$ cat src/hw/dem_pkg.sv
package dem_pkg;

  // thermometer code from the modulator
  // legal range 0..16, so one bit more than log2 of the element count
  // codes 17..31 are illegal and get flagged by the sum check
  localparam int CODE_W = 5;

  // unit elements in the DAC array
  // also the width of the element select vector
  localparam int NUM_ELEMENTS = 16;

  // binary split levels between the root and the elements
  // root splits 5 bits, leaves split 2 bits into two single selects
  // level l holds 2**l cells of input width CODE_W - l
  localparam int TREE_LEVELS = 4;

  // two's complement width of each shaping integrator
  // first integrator stays within -1..+1 in steady use
  // second integrator saturates at -1 and +1
  localparam int SHAPE_W = 2;

  // selects right after reset
  // upper eight elements on, lower eight off
  // gives a mid-scale analog output before the first sample
  localparam logic [NUM_ELEMENTS-1:0] OUT_RESET_PATTERN = 16'hFF00;

  // element order in the select vector
  // bit 0 is the low half of leaf 0, bit 15 the high half of leaf 7
  // root high half ends up in bits 8..15

  // usage
  // tree: CODE_W, NUM_ELEMENTS, TREE_LEVELS
  // cell: SHAPE_W
  // output stage: CODE_W, NUM_ELEMENTS, OUT_RESET_PATTERN
  // top: CODE_W, NUM_ELEMENTS

  // the widths tie together
  // NUM_ELEMENTS equals 2**TREE_LEVELS
  // CODE_W equals TREE_LEVELS + 1
  // a leaf input of 2 bits covers the counts 0..2

endpackage

$ cat src/hw/dem_split_cell.sv
// one node of the DEM tree
// splits an input count into two halves whose sum is the count
// an odd count leaves one unit over, and second-order shaping picks
// which half gets it so the mismatch error is pushed to high frequency
module dem_split_cell #(
  parameter int IN_W = 5
) (
  input  logic            clk,
  input  logic            rst,
  input  logic            s3,
  input  logic [IN_W-1:0] code_in,
  output logic [IN_W-2:0] half_lo,
  output logic [IN_W-2:0] half_hi
);

  // one half of the input range
  typedef logic [IN_W-2:0] half_t;

  // signed integrator word
  typedef logic signed [dem_pkg::SHAPE_W-1:0] shape_t;

  // shaping state
  shape_t integ1;
  shape_t integ2;

  // steering bit, 1 sends the odd unit to the low half
  logic   steer;

  // count has a unit left over after halving
  logic   odd;

  // halving datapath
  half_t  low_part;
  half_t  floor_half;
  half_t  ceil_half;
  half_t  full_half;
  half_t  base_lo;
  half_t  base_hi;

  // lsb decides odd, also for the full-scale case
  assign odd = code_in[0];

  // steering from the integrators
  // first integrator wins when it is odd
  // otherwise the second one, otherwise no steering
  always_comb begin
    if (integ1[0]) begin
      steer = ~integ1[dem_pkg::SHAPE_W-1];
    end else if (integ2[0]) begin
      steer = ~integ2[dem_pkg::SHAPE_W-1];
    end else begin
      steer = 1'b0;
    end
  end

  // count below full scale without the top bit
  assign low_part = code_in[IN_W-2:0];

  // floor and ceiling of half the count
  assign floor_half = low_part >> 1;
  assign ceil_half  = floor_half + half_t'(low_part[0]);

  // half of full scale, only the top bit of a half set
  always_comb begin
    full_half = '0;
    full_half[IN_W-2] = 1'b1;
  end

  // top bit set means full scale
  // anything else in the lower bits is ignored here
  always_comb begin
    if (code_in[IN_W-1]) begin
      base_lo = full_half;
      base_hi = full_half;
    end else begin
      base_lo = floor_half;
      base_hi = ceil_half;
    end
  end

  // by default the high half carries the extra unit
  // swap when the count is odd and steering asks for it
  always_comb begin
    if (odd && steer) begin
      half_lo = base_hi;
      half_hi = base_lo;
    end else begin
      half_lo = base_lo;
      half_hi = base_hi;
    end
  end

  // first integrator
  // counts against the direction the odd unit went
  // even counts and idle cycles leave it alone
  always_ff @(posedge clk or posedge rst) begin
    if (rst) begin
      integ1 <= '0;
    end else if (s3 && odd) begin
      if (steer) begin
        integ1 <= integ1 - shape_t'(1);
      end else begin
        integ1 <= integ1 + shape_t'(1);
      end
    end
  end

  // second integrator
  // steps toward the old sign of the first one, every sample
  // saturates at -1 and +1
  always_ff @(posedge clk or posedge rst) begin
    if (rst) begin
      integ2 <= '0;
    end else if (s3) begin
      if (integ1 == shape_t'(1)) begin
        if (integ2 != shape_t'(1)) begin
          integ2 <= integ2 + shape_t'(1);
        end
      end else if (integ1 == shape_t'(-1)) begin
        if (integ2 != shape_t'(-1)) begin
          integ2 <= integ2 - shape_t'(1);
        end
      end
    end
  end

endmodule

$ cat src/hw/dem_split_tree.sv
// binary tree of split cells
// root takes the full code, each level halves the counts again,
// leaves end up with single element selects
// purely combinational from data_in to tree_sel, state moves on s3
module dem_split_tree (
  input  logic                              clk,
  input  logic                              rst,
  input  logic                              s3,
  input  logic [dem_pkg::CODE_W-1:0]        data_in,
  output logic [dem_pkg::NUM_ELEMENTS-1:0]  tree_sel
);

  // every node carried at full code width, upper bits zero
  typedef logic [dem_pkg::CODE_W-1:0] node_t;

  // heap-ordered node array
  // node 1 is the root input
  // node n feeds its cell, which drives nodes 2n (low) and 2n+1 (high)
  // level l owns nodes 2**l .. 2**(l+1)-1
  // last level nodes are the element selects
  node_t node [1:2*dem_pkg::NUM_ELEMENTS-1];

  // root takes the code straight from the port
  assign node[1] = data_in;

  // one generate block per level
  for (genvar l = 0; l < dem_pkg::TREE_LEVELS; l++) begin : g_level

    // cell input width shrinks by one bit per level
    localparam int CELL_W = dem_pkg::CODE_W - l;

    // cells on this level, also the first node index
    localparam int CELLS = 1 << l;

    for (genvar j = 0; j < CELLS; j++) begin : g_cell

      // halves at this level's output width
      logic [CELL_W-2:0] half_lo;
      logic [CELL_W-2:0] half_hi;

      // cell j reads its node, narrowed to the level width
      dem_split_cell #(
        .IN_W    (CELL_W)
      ) u_cell (
        .clk     (clk),
        .rst     (rst),
        .s3      (s3),
        .code_in (node[CELLS+j][CELL_W-1:0]),
        .half_lo (half_lo),
        .half_hi (half_hi)
      );

      // low half to cell 2j of the next level, high half to 2j+1
      assign node[2*(CELLS+j)]   = node_t'(half_lo);
      assign node[2*(CELLS+j)+1] = node_t'(half_hi);

    end
  end

  // leaf outputs
  // nodes NUM_ELEMENTS .. 2*NUM_ELEMENTS-1 hold one bit each
  // leaf j gives element 2j from its low half, 2j+1 from its high half
  for (genvar e = 0; e < dem_pkg::NUM_ELEMENTS; e++) begin : g_leaf
    assign tree_sel[e] = node[dem_pkg::NUM_ELEMENTS+e][0];
  end

  // upper node bits only exist to keep one array type
  // node_t cast zero fills them

endmodule

$ cat src/hw/dem_output_stage.sv
// element select register and sum check
// selects are captured on sample edges and held in between
// the check counts the selected elements and compares with the code
module dem_output_stage (
  input  logic                              clk,
  input  logic                              rst,
  input  logic                              s3,
  input  logic                              error_clear,
  input  logic [dem_pkg::CODE_W-1:0]        data_in,
  input  logic [dem_pkg::NUM_ELEMENTS-1:0]  tree_sel,
  output logic [dem_pkg::NUM_ELEMENTS-1:0]  dem_out,
  output logic                              error
);

  // element count fits the code width, 0..16
  typedef logic [dem_pkg::CODE_W-1:0] count_t;

  // adder tree shape
  // four elements per group, then pairs of groups
  localparam int QUADS = dem_pkg::NUM_ELEMENTS / 4;
  localparam int PAIRS = QUADS / 2;

  // partial sums
  count_t quad_sum [QUADS];
  count_t pair_sum [PAIRS];
  count_t ones_count;

  // code and select count disagree
  logic   sum_mismatch;

  // first level, ones in each group of four
  always_comb begin
    for (int q = 0; q < QUADS; q++) begin
      quad_sum[q] = count_t'(tree_sel[4*q])
                  + count_t'(tree_sel[4*q+1])
                  + count_t'(tree_sel[4*q+2])
                  + count_t'(tree_sel[4*q+3]);
    end
  end

  // second level, neighbouring groups
  always_comb begin
    for (int p = 0; p < PAIRS; p++) begin
      pair_sum[p] = quad_sum[2*p] + quad_sum[2*p+1];
    end
  end

  // last level, all pairs
  always_comb begin
    ones_count = '0;
    for (int p = 0; p < PAIRS; p++) begin
      ones_count = ones_count + pair_sum[p];
    end
  end

  // only illegal codes can miss here
  // the tree caps at full scale, so 17..31 give 16 ones
  assign sum_mismatch = (ones_count != data_in);

  // select register
  // reset to mid scale, load on sample, hold otherwise
  always_ff @(posedge clk or posedge rst) begin
    if (rst) begin
      dem_out <= dem_pkg::OUT_RESET_PATTERN;
    end else if (s3) begin
      dem_out <= tree_sel;
    end
  end

  // sticky error flag
  // clear wins over a new mismatch on the same edge
  // clear works with or without a sample
  always_ff @(posedge clk or posedge rst) begin
    if (rst) begin
      error <= 1'b0;
    end else if (error_clear) begin
      error <= 1'b0;
    end else if (s3 && sum_mismatch) begin
      error <= 1'b1;
    end
  end

endmodule

$ cat src/hw/dem_top.sv
// DEM encoder for a 16 element unit DAC
// code goes through the split tree into the output register,
// the sum check sits next to the register
// one sample per clk edge with s3 high
// dem_out follows data_in by one edge
module dem_top (
  input  logic                              clk,
  input  logic                              rst,
  input  logic                              s3,
  input  logic [dem_pkg::CODE_W-1:0]        data_in,
  input  logic                              error_clear,
  output logic [dem_pkg::NUM_ELEMENTS-1:0]  dem_out,
  output logic                              error
);

  // unregistered selects from the tree leaves
  logic [dem_pkg::NUM_ELEMENTS-1:0] tree_sel;

  // split tree
  // fed straight from the port, no input register
  // shaping state advances on the same edge that loads dem_out
  dem_split_tree u_tree (
    .clk      (clk),
    .rst      (rst),
    .s3       (s3),
    .data_in  (data_in),
    .tree_sel (tree_sel)
  );

  // output register and sum check
  // sees the same data_in as the tree for the count compare
  dem_output_stage u_out (
    .clk         (clk),
    .rst         (rst),
    .s3          (s3),
    .error_clear (error_clear),
    .data_in     (data_in),
    .tree_sel    (tree_sel),
    .dem_out     (dem_out),
    .error       (error)
  );

  // no back-pressure
  // every strobed sample is taken, s3 low freezes everything

endmodule

$ cat config.mk
export PLATFORM = sky130hd
export DESIGN_NAME = dem_top
export DESIGN_NICKNAME = d
export VERILOG_FILES = /design/src/hw/dem_pkg.sv /design/src/hw/dem_split_cell.sv /design/src/hw/dem_split_tree.sv /design/src/hw/dem_output_stage.sv /design/src/hw/dem_top.sv
export SDC_FILE = /design/constraint.sdc
export NUM_CORES = 1
export LEC_CHECK = 0
export ABC_CLOCK_PERIOD_IN_PS = 17300
export BUFFER_PORTS_ARGS = -buffer_cell sky130_fd_sc_hd__buf_2
export CAP_MARGIN = 20
export CORE_MARGIN = 2
export CORE_UTILIZATION = 65
export CTS_BUF_LIST = sky130_fd_sc_hd__clkbuf_2 sky130_fd_sc_hd__clkbuf_4 sky130_fd_sc_hd__clkbuf_8
export CTS_CLUSTER_DIAMETER = 200
export DETAILED_ROUTE_END_ITERATION = 7
export GPL_ROUTABILITY_DRIVEN = 0
export GPL_TIMING_DRIVEN = 0
export PLACE_DENSITY = 0.83
export SYNTH_ARGS = -nofsm -noshare
export SYNTH_HDL_FRONTEND = slang
export SYNTH_SLANG_ARGS = --single-unit
export TNS_END_PERCENT = 50
$ cat constraint.sdc
create_clock -name clk -period 17.3 [get_ports clk]
set_input_delay 3.46 -clock clk [delete_from_list [all_inputs] [get_ports clk]]
set_output_delay 3.46 -clock clk [all_outputs]
set_load 0.005 [all_outputs]
==> flow_summary.yaml, run 1 <==
status:
  status: "completed"
timing:
  tns_ns: 0
  period_minus_slack_ns: 9.70
  finalHoldViolations: 0
  rsz0062_at_grt: "no"
  skew_ns: 0.0169
  fmax_ghz: 0.103
  fin_crit_sh: 0.561
  worstMarginPinSlew_ns: 0.766
  setup_viol: 0
  drv_slew: 0
  max_slew_margin: 0.489
finish:
  drive_above_1_share: 0.131
  utilization: 0.710
  finish.net_count: 771
  fill_cells: 686
  final_cell_mix: "a21oi_1, ha_1, dfrtp_1"
  num_antenna_cells: 0
  areaGrowthSynthToFinish_pct: 7.76
  layout.cells.most_common: "a21oi_1"
worst_setup_path:
  r2r_end: "u_out.error"
  worstSetupPathType: "input port to flip-flop"
  reg2reg_from: "u_tree.g_level[0].g_cell[0].u_cell.integ2[1]"
  crit_fanout: 10
  reg2reg_slack_ns: 10.17
  cp.required_ns: 17.55
  worstSetupStartpointType: "input port"
  r2r_cells: 27
  crit_top_cell: "fa_1"
  end_kind: "flip-flop"
  worst_ep_arrival_time_ns: 9.95
  max_stage_delay_ns: 0.54
  slowest_stage: "fa_1"
cts:
  path_clk_slew_ns: 0.10
  cts_buffer_depth: 2
  clock_latency_ns: 0.37
  cts_resized: 0
  cts_setup_buffers: 0
  cts_hold_buf: 0
  h-tree-depth: 3
  tritoncts.num_buffers: 9
  clockRootBuffer: "clkbuf_8"
  cts_tree: "done"
  clock_sinks: 77
logic_synthesis:
  seq_area_frac_synth: 0.323
  ys_ff_latch: 77
  yosysUniqueCellTypes: 62
  async_reset_ff_frac: 1.00
  yosys-top-cells-area: "dfrtp_1, ha_1, a21oi_1"
  synth_edf_count: 0
  yosysTopAreaCellShare: 0.288
  yosys.area.top_type: "dfrtp_1"
  synth_nets: 736
  syn_area_per_cell_sq_um: 9.27
  postSynthCellCount: 647
  ys.warnings.count: 0
  syn_area_sq_um: 6000
  synth_ff_type: "dfrtp_1"
global_routing:
  grt_usage: 0.280
  first_global_vias: 4823
  grt_remaining_overflow: 0
  antenna_found_initial: 0
  grt_max_degree: 66
  grt_pass1_wl_um: 22300
detailed_routing:
  dr.pass1.iters: 5
  route.final.wire_length_um: 13100
  drt_iter0_drc: 229
  drc_errors: 0
  vias_per_cell: 5.95
  vias: 4746
  wl_per_cell_um: 16.4
  ant_nets: 0
placement:
  hpwlAfterDp_um: 9820
  port_buffers: 23
power:
  power.static_leakage_nw: 3.00
  power_mw: 1.19
  irDropWorstVdd_mv: 0.0996
  powerDensity_nw_per_um2: 185
worst_hold_path:
  min_from: "u_out.dem_out[12]"
  hold_depth: 2
  hold_class: "flip-flop to flip-flop"
  holdPathEnd: "u_out.dem_out[12]"
die:
  fp.dieArea_sq_um: 10000
  die_h_um: 100
  rows: 35
  start_util: 0.659
  coreArea_sq_um: 9110
  die_w_um: 100
  num_io_pins: 26
run:
  max-cap-violations: 0
==> Yosys cell counts, types with 3 or more instances <==
| master | instances |
|---|---|
| o21ai_0 | 16 |
| fa_1 | 10 |
| dfstp_2 | 8 |
| xor2_1 | 13 |
| mux2_2 | 10 |
| a21oi_1 | 78 |
| nand2_1 | 45 |
| a21bo_2 | 3 |
| a211oi_1 | 5 |
| xnor2_1 | 40 |
| nand2_2 | 3 |
| a22oi_1 | 4 |
| inv_1 | 57 |
| a31o_2 | 3 |
| nor3_1 | 8 |
| nor3b_1 | 3 |
| a21o_1 | 5 |
| dfrtp_1 | 69 |
| a221oi_1 | 3 |
| o211ai_1 | 7 |
| ha_1 | 70 |
| mux2i_1 | 22 |
| mux2_4 | 7 |
| o2bb2ai_1 | 3 |
| nor2b_1 | 14 |
| clkbuf_1 | 11 |
| nand3b_1 | 5 |
| nor2_1 | 50 |
| nand3_1 | 17 |
| nand2b_1 | 15 |
==> logic make-up (layout without fill, tap and decap cells) <==
group | count (synthesis) | after routing | share of synthesized area
fa+ha+maj | 80 | 80 | 0.179
compound gates | 150 | 150 | 0.155
mux | 40 | 40 | 0.0753
flops | 77 | 77 | 0.323
xor+xnor | 53 | 53 | 0.0774
buf+inv | 74 | 114 | 0.0478
simple gates | 173 | 173 | 0.142
==> final cells by class <==
class	instances	area [sq um]	area share
timing repair buffer	24	143	0.0221
sequential	77	1940	0.300
multi-input combinational	496	3780	0.584
clock buffer	9	124	0.0192
clock inverter	7	57.6	0.00890
inverter	58	220	0.0341
tap	111	139	0.0215
buffer	16	68.8	0.0106
==> layer usage <==
metal  vias up  wire length [um]  GRT usage
li1       2299                 -          -
met1      2310              5820      0.370
met2       111              6450      0.468
met3        26               519     0.0536
met4         0               286     0.0885
met5         -                 0          0
==> power by group <==
part	switching, mW	internal [mW]
sequential	0.0756	0.261
clock	0.0781	0.0544
combinational	0.386	0.339
total	0.540	0.655
==> worst max-delay path, delay by kind of cell <==
family	cells	cell delay [ns]
buffers and inverters	5	0.48
AO/OA/AOI/OAI	4	0.81
adder cells (fa/ha/maj)	8	3.16
AND/OR/NAND/NOR	7	1.11
multiplexers	2	0.70
XOR/XNOR	1	0.18
==> sequential cells by signal, indices dropped and copies added (netlist names) <==
register                             cells
u_tree.g_level.g_cell.u_cell.integ1     30
u_tree.g_level.g_cell.u_cell.integ2     30
u_out.error                              1
u_out.dem_out                           16
==> how the worst max path moves through the flow <==
stage	from	endpoint	slack [ns]	cells after the start
6_report	data_in[0]	u_out.error	7.60	27
5_1_grt	data_in[0]	u_out.error	7.28	27
4_1_cts	data_in[0]	u_out.error	7.71	27
3_5_place_dp	data_in[0]	u_out.error	7.37	27
3_3_place_gp	data_in[0]	u_out.error	7.52	26
2_1_floorplan	data_in[0]	u_out.error	8.20	25
==> stage by stage <==
stage | area, sq um | setup slack [ns] | instances | hold slack, ns
2_1_floorplan | 6000 | 8.20 | 647 | 0.475
3_3_place_gp | 6250 | 7.52 | 781 | 0.478
3_5_place_dp | 6280 | 7.37 | 782 | 0.481
4_1_cts | 6460 | 7.71 | 798 | 0.499
5_1_grt | 6460 | 7.28 | 798 | 0.524
6_report | 6460 | 7.60 | 798 | 0.497
Note: power is estimated with default switching activity, not from simulation.
==> run 2, diff against run 1 <==
--- a/config.mk
+++ b/config.mk
@@ -5,17 +5,17 @@
 export SDC_FILE = /design/constraint.sdc
 export NUM_CORES = 1
 export LEC_CHECK = 0
-export ABC_CLOCK_PERIOD_IN_PS = 17300
+export ABC_CLOCK_PERIOD_IN_PS = 8440
 export BUFFER_PORTS_ARGS = -buffer_cell sky130_fd_sc_hd__buf_2
 export CAP_MARGIN = 20
 export CORE_MARGIN = 2
-export CORE_UTILIZATION = 65
+export CORE_UTILIZATION = 58
 export CTS_BUF_LIST = sky130_fd_sc_hd__clkbuf_2 sky130_fd_sc_hd__clkbuf_4 sky130_fd_sc_hd__clkbuf_8
 export CTS_CLUSTER_DIAMETER = 200
 export DETAILED_ROUTE_END_ITERATION = 7
 export GPL_ROUTABILITY_DRIVEN = 0
 export GPL_TIMING_DRIVEN = 0
-export PLACE_DENSITY = 0.83
+export PLACE_DENSITY = 0.79
 export SYNTH_ARGS = -nofsm -noshare
 export SYNTH_HDL_FRONTEND = slang
 export SYNTH_SLANG_ARGS = --single-unit
==> constraint.sdc (replaced) <==
create_clock -name clk -period 8.44 [get_ports clk]
set_input_delay 1.688 -clock clk [delete_from_list [all_inputs] [get_ports clk]]
set_output_delay 1.688 -clock clk [all_outputs]
set_load 0.005 [all_outputs]
==> run 2 against run 1 <==
- count of clock-buffer cells in the layout unchanged
- clock skew down 0.0064 ns
- highest routed layer unchanged
- clock power rose to 2.6 times the previous value
- via count about the same
- die area up 12%
- combinational power up 100%
- largest cell class unchanged
- first-iteration DRC count up 3.1%
- flip-flop and latch count unchanged
- global-route usage down 3.4 points
==> flow_summary.yaml, run 2 (synthesized netlist as in run 1, its figures left out) <==
detailed_routing:
  vias_per_cell: 5.76
  route.final.wire_length_um: 12900
  dr.pass1.iters: 5
  drt_iter0_drc: 236
  ant_nets: 0
  wl_per_cell_um: 15.7
  drc_errors: 0
  vias: 4743
worst_setup_path:
  crit_fanout: 10
  worst_ep_arrival_time_ns: 8.11
  end_kind: "flip-flop"
  reg2reg_slack_ns: 1.36
  cp.required_ns: 8.70
  worstSetupPathType: "input port to flip-flop"
  worstSetupStartpointType: "input port"
power:
  power_mw: 2.50
  powerDensity_nw_per_um2: 382
  irDropWorstVdd_mv: 0.158
  power.static_leakage_nw: 3.03
die:
  fp.dieArea_sq_um: 11200
  num_io_pins: 26
  rows: 37
  die_h_um: 106
  coreArea_sq_um: 10200
  start_util: 0.589
  die_w_um: 106
global_routing:
  grt_usage: 0.246
  grt_remaining_overflow: 0
  antenna_found_initial: 0
  first_global_vias: 4886
  grt_pass1_wl_um: 22200
  grt_max_degree: 44
finish:
  drive_above_1_share: 0.131
  largest_registers: "u_tree.g_level.g_cell.u_cell.integ1 (30), u_tree.g_level.g_cell.u_cell.integ2 (30), u_out.dem_out (16)"
  multiInputGateArea_sq_um: 3780
  finish.net_count: 771
  final_cell_mix: "a21oi_1, ha_1, dfrtp_1"
  num_antenna_cells: 0
  fill_cells: 803
  seq_area_sq_um: 1940
  areaGrowthSynthToFinish_pct: 9.22
  layout.cells.most_common: "a21oi_1"
  utilization: 0.643
timing:
  rsz0062_at_grt: "no"
  setup_slack_ns: 0.590
  period_minus_slack_ns: 7.85
  fin_crit_sh: 0.930
  setup_viol: 0
  max_slew_margin: 0.512
  skew_ns: 0.0105
  worstMarginPinSlew_ns: 0.731
  drv_slew: 0
  holdWs_ns: 0.495
  fmax_ghz: 0.127
  finalHoldViolations: 0
  tns_ns: 0
cts:
  cts_tree: "done"
  cts_hold_buf: 0
  h-tree-depth: 3
  cts_buffer_depth: 2
  tritoncts.num_buffers: 9
  clock_sinks: 77
  clock_latency_ns: 0.36
  cts_setup_buffers: 0
  path_clk_slew_ns: 0.09
  clockRootBuffer: "clkbuf_8"
  cts_resized: 0
status:
  status: "completed"
placement:
  port_buffers: 23
  hpwlAfterDp_um: 9760
  place_ws_ns: 0.262
run:
  max-cap-violations: 0
worst_hold_path:
  hold_class: "flip-flop to flip-flop"
==> run 2: cell types whose count changed in the layout (fill, tap and decap cells not counted), sizes merged <==
cell	before	now
clkinv	1	3
bufinv	0	3
clkinvlp	2	0
inv	62	59
==> run 2: worst max-delay path: stages <==
cell	delay (ns)
buf_2	0.10
buf_4	0.17
inv_2	0.07
nor3_4	0.44
nand2_1	0.10
a21oi_1	0.25
ha_1	0.27
and2_1	0.15
mux2i_1	0.31
inv_1	0.08
ha_1	0.28
nand2_1	0.07
mux2i_1	0.40
nand2b_1	0.15
fa_1	0.50
fa_1	0.53
fa_1	0.44
fa_1	0.49
inv_1	0.05
ha_1	0.22
fa_1	0.41
a21o_1	0.19
a21oi_1	0.17
xor2_1	0.16
nand3_1	0.15
a21oi_1	0.20
nor2_1	0.05
==> run 2: worst paths after layout <==
path / startpoint / endpoint / depth (start not counted)
worst max-delay path: data_in[0] / u_out.error / 27
worst min-delay path: u_out.dem_out[8] / u_out.dem_out[8] / 2
max in group asynchronous: rst / u_out.dem_out[14] / 3
worst min register to register: u_out.dem_out[8] / u_out.dem_out[8] / 2
min in group asynchronous: rst / u_tree.g_level[3].g_cell[6].u_cell.integ2[0] / 2
worst max register to register: u_tree.g_level[0].g_cell[0].u_cell.integ2[1] / u_out.error / 27
==> run 2: area by class of cell <==
cell class	instances	area share
flip-flops and latches	77	0.296
plain buffers	16	0.0105
inverters	58	0.0336
clock buffers	9	0.0189
well taps	136	0.0260
clock inverters	7	0.0185
repair buffers	24	0.0206
multi-input cells	496	0.576
==> run 2: through the flow <==
| stage | cell area, sq um | cells |
|---|---|---|
| after detailed placement | 6310 | 807 |
| after floorplan | 6000 | 647 |
| final | 6550 | 823 |
| after global routing | 6550 | 823 |
| after global placement | 6280 | 806 |
| after CTS | 6550 | 823 |
==> run 2: power breakdown <==
part           internal (mW)  switching (mW)
logic                  0.691           0.776
clock network          0.198           0.149
registers              0.535           0.154
==> run 2: routing by layer <==
metal	vias to the layer above	global-route usage	wire, um
li1	2300	-	-
met1	2320	0.313	5800
met2	96	0.403	6220
met3	27	0.0612	597
met4	0	0.0968	322
met5	-	0	0
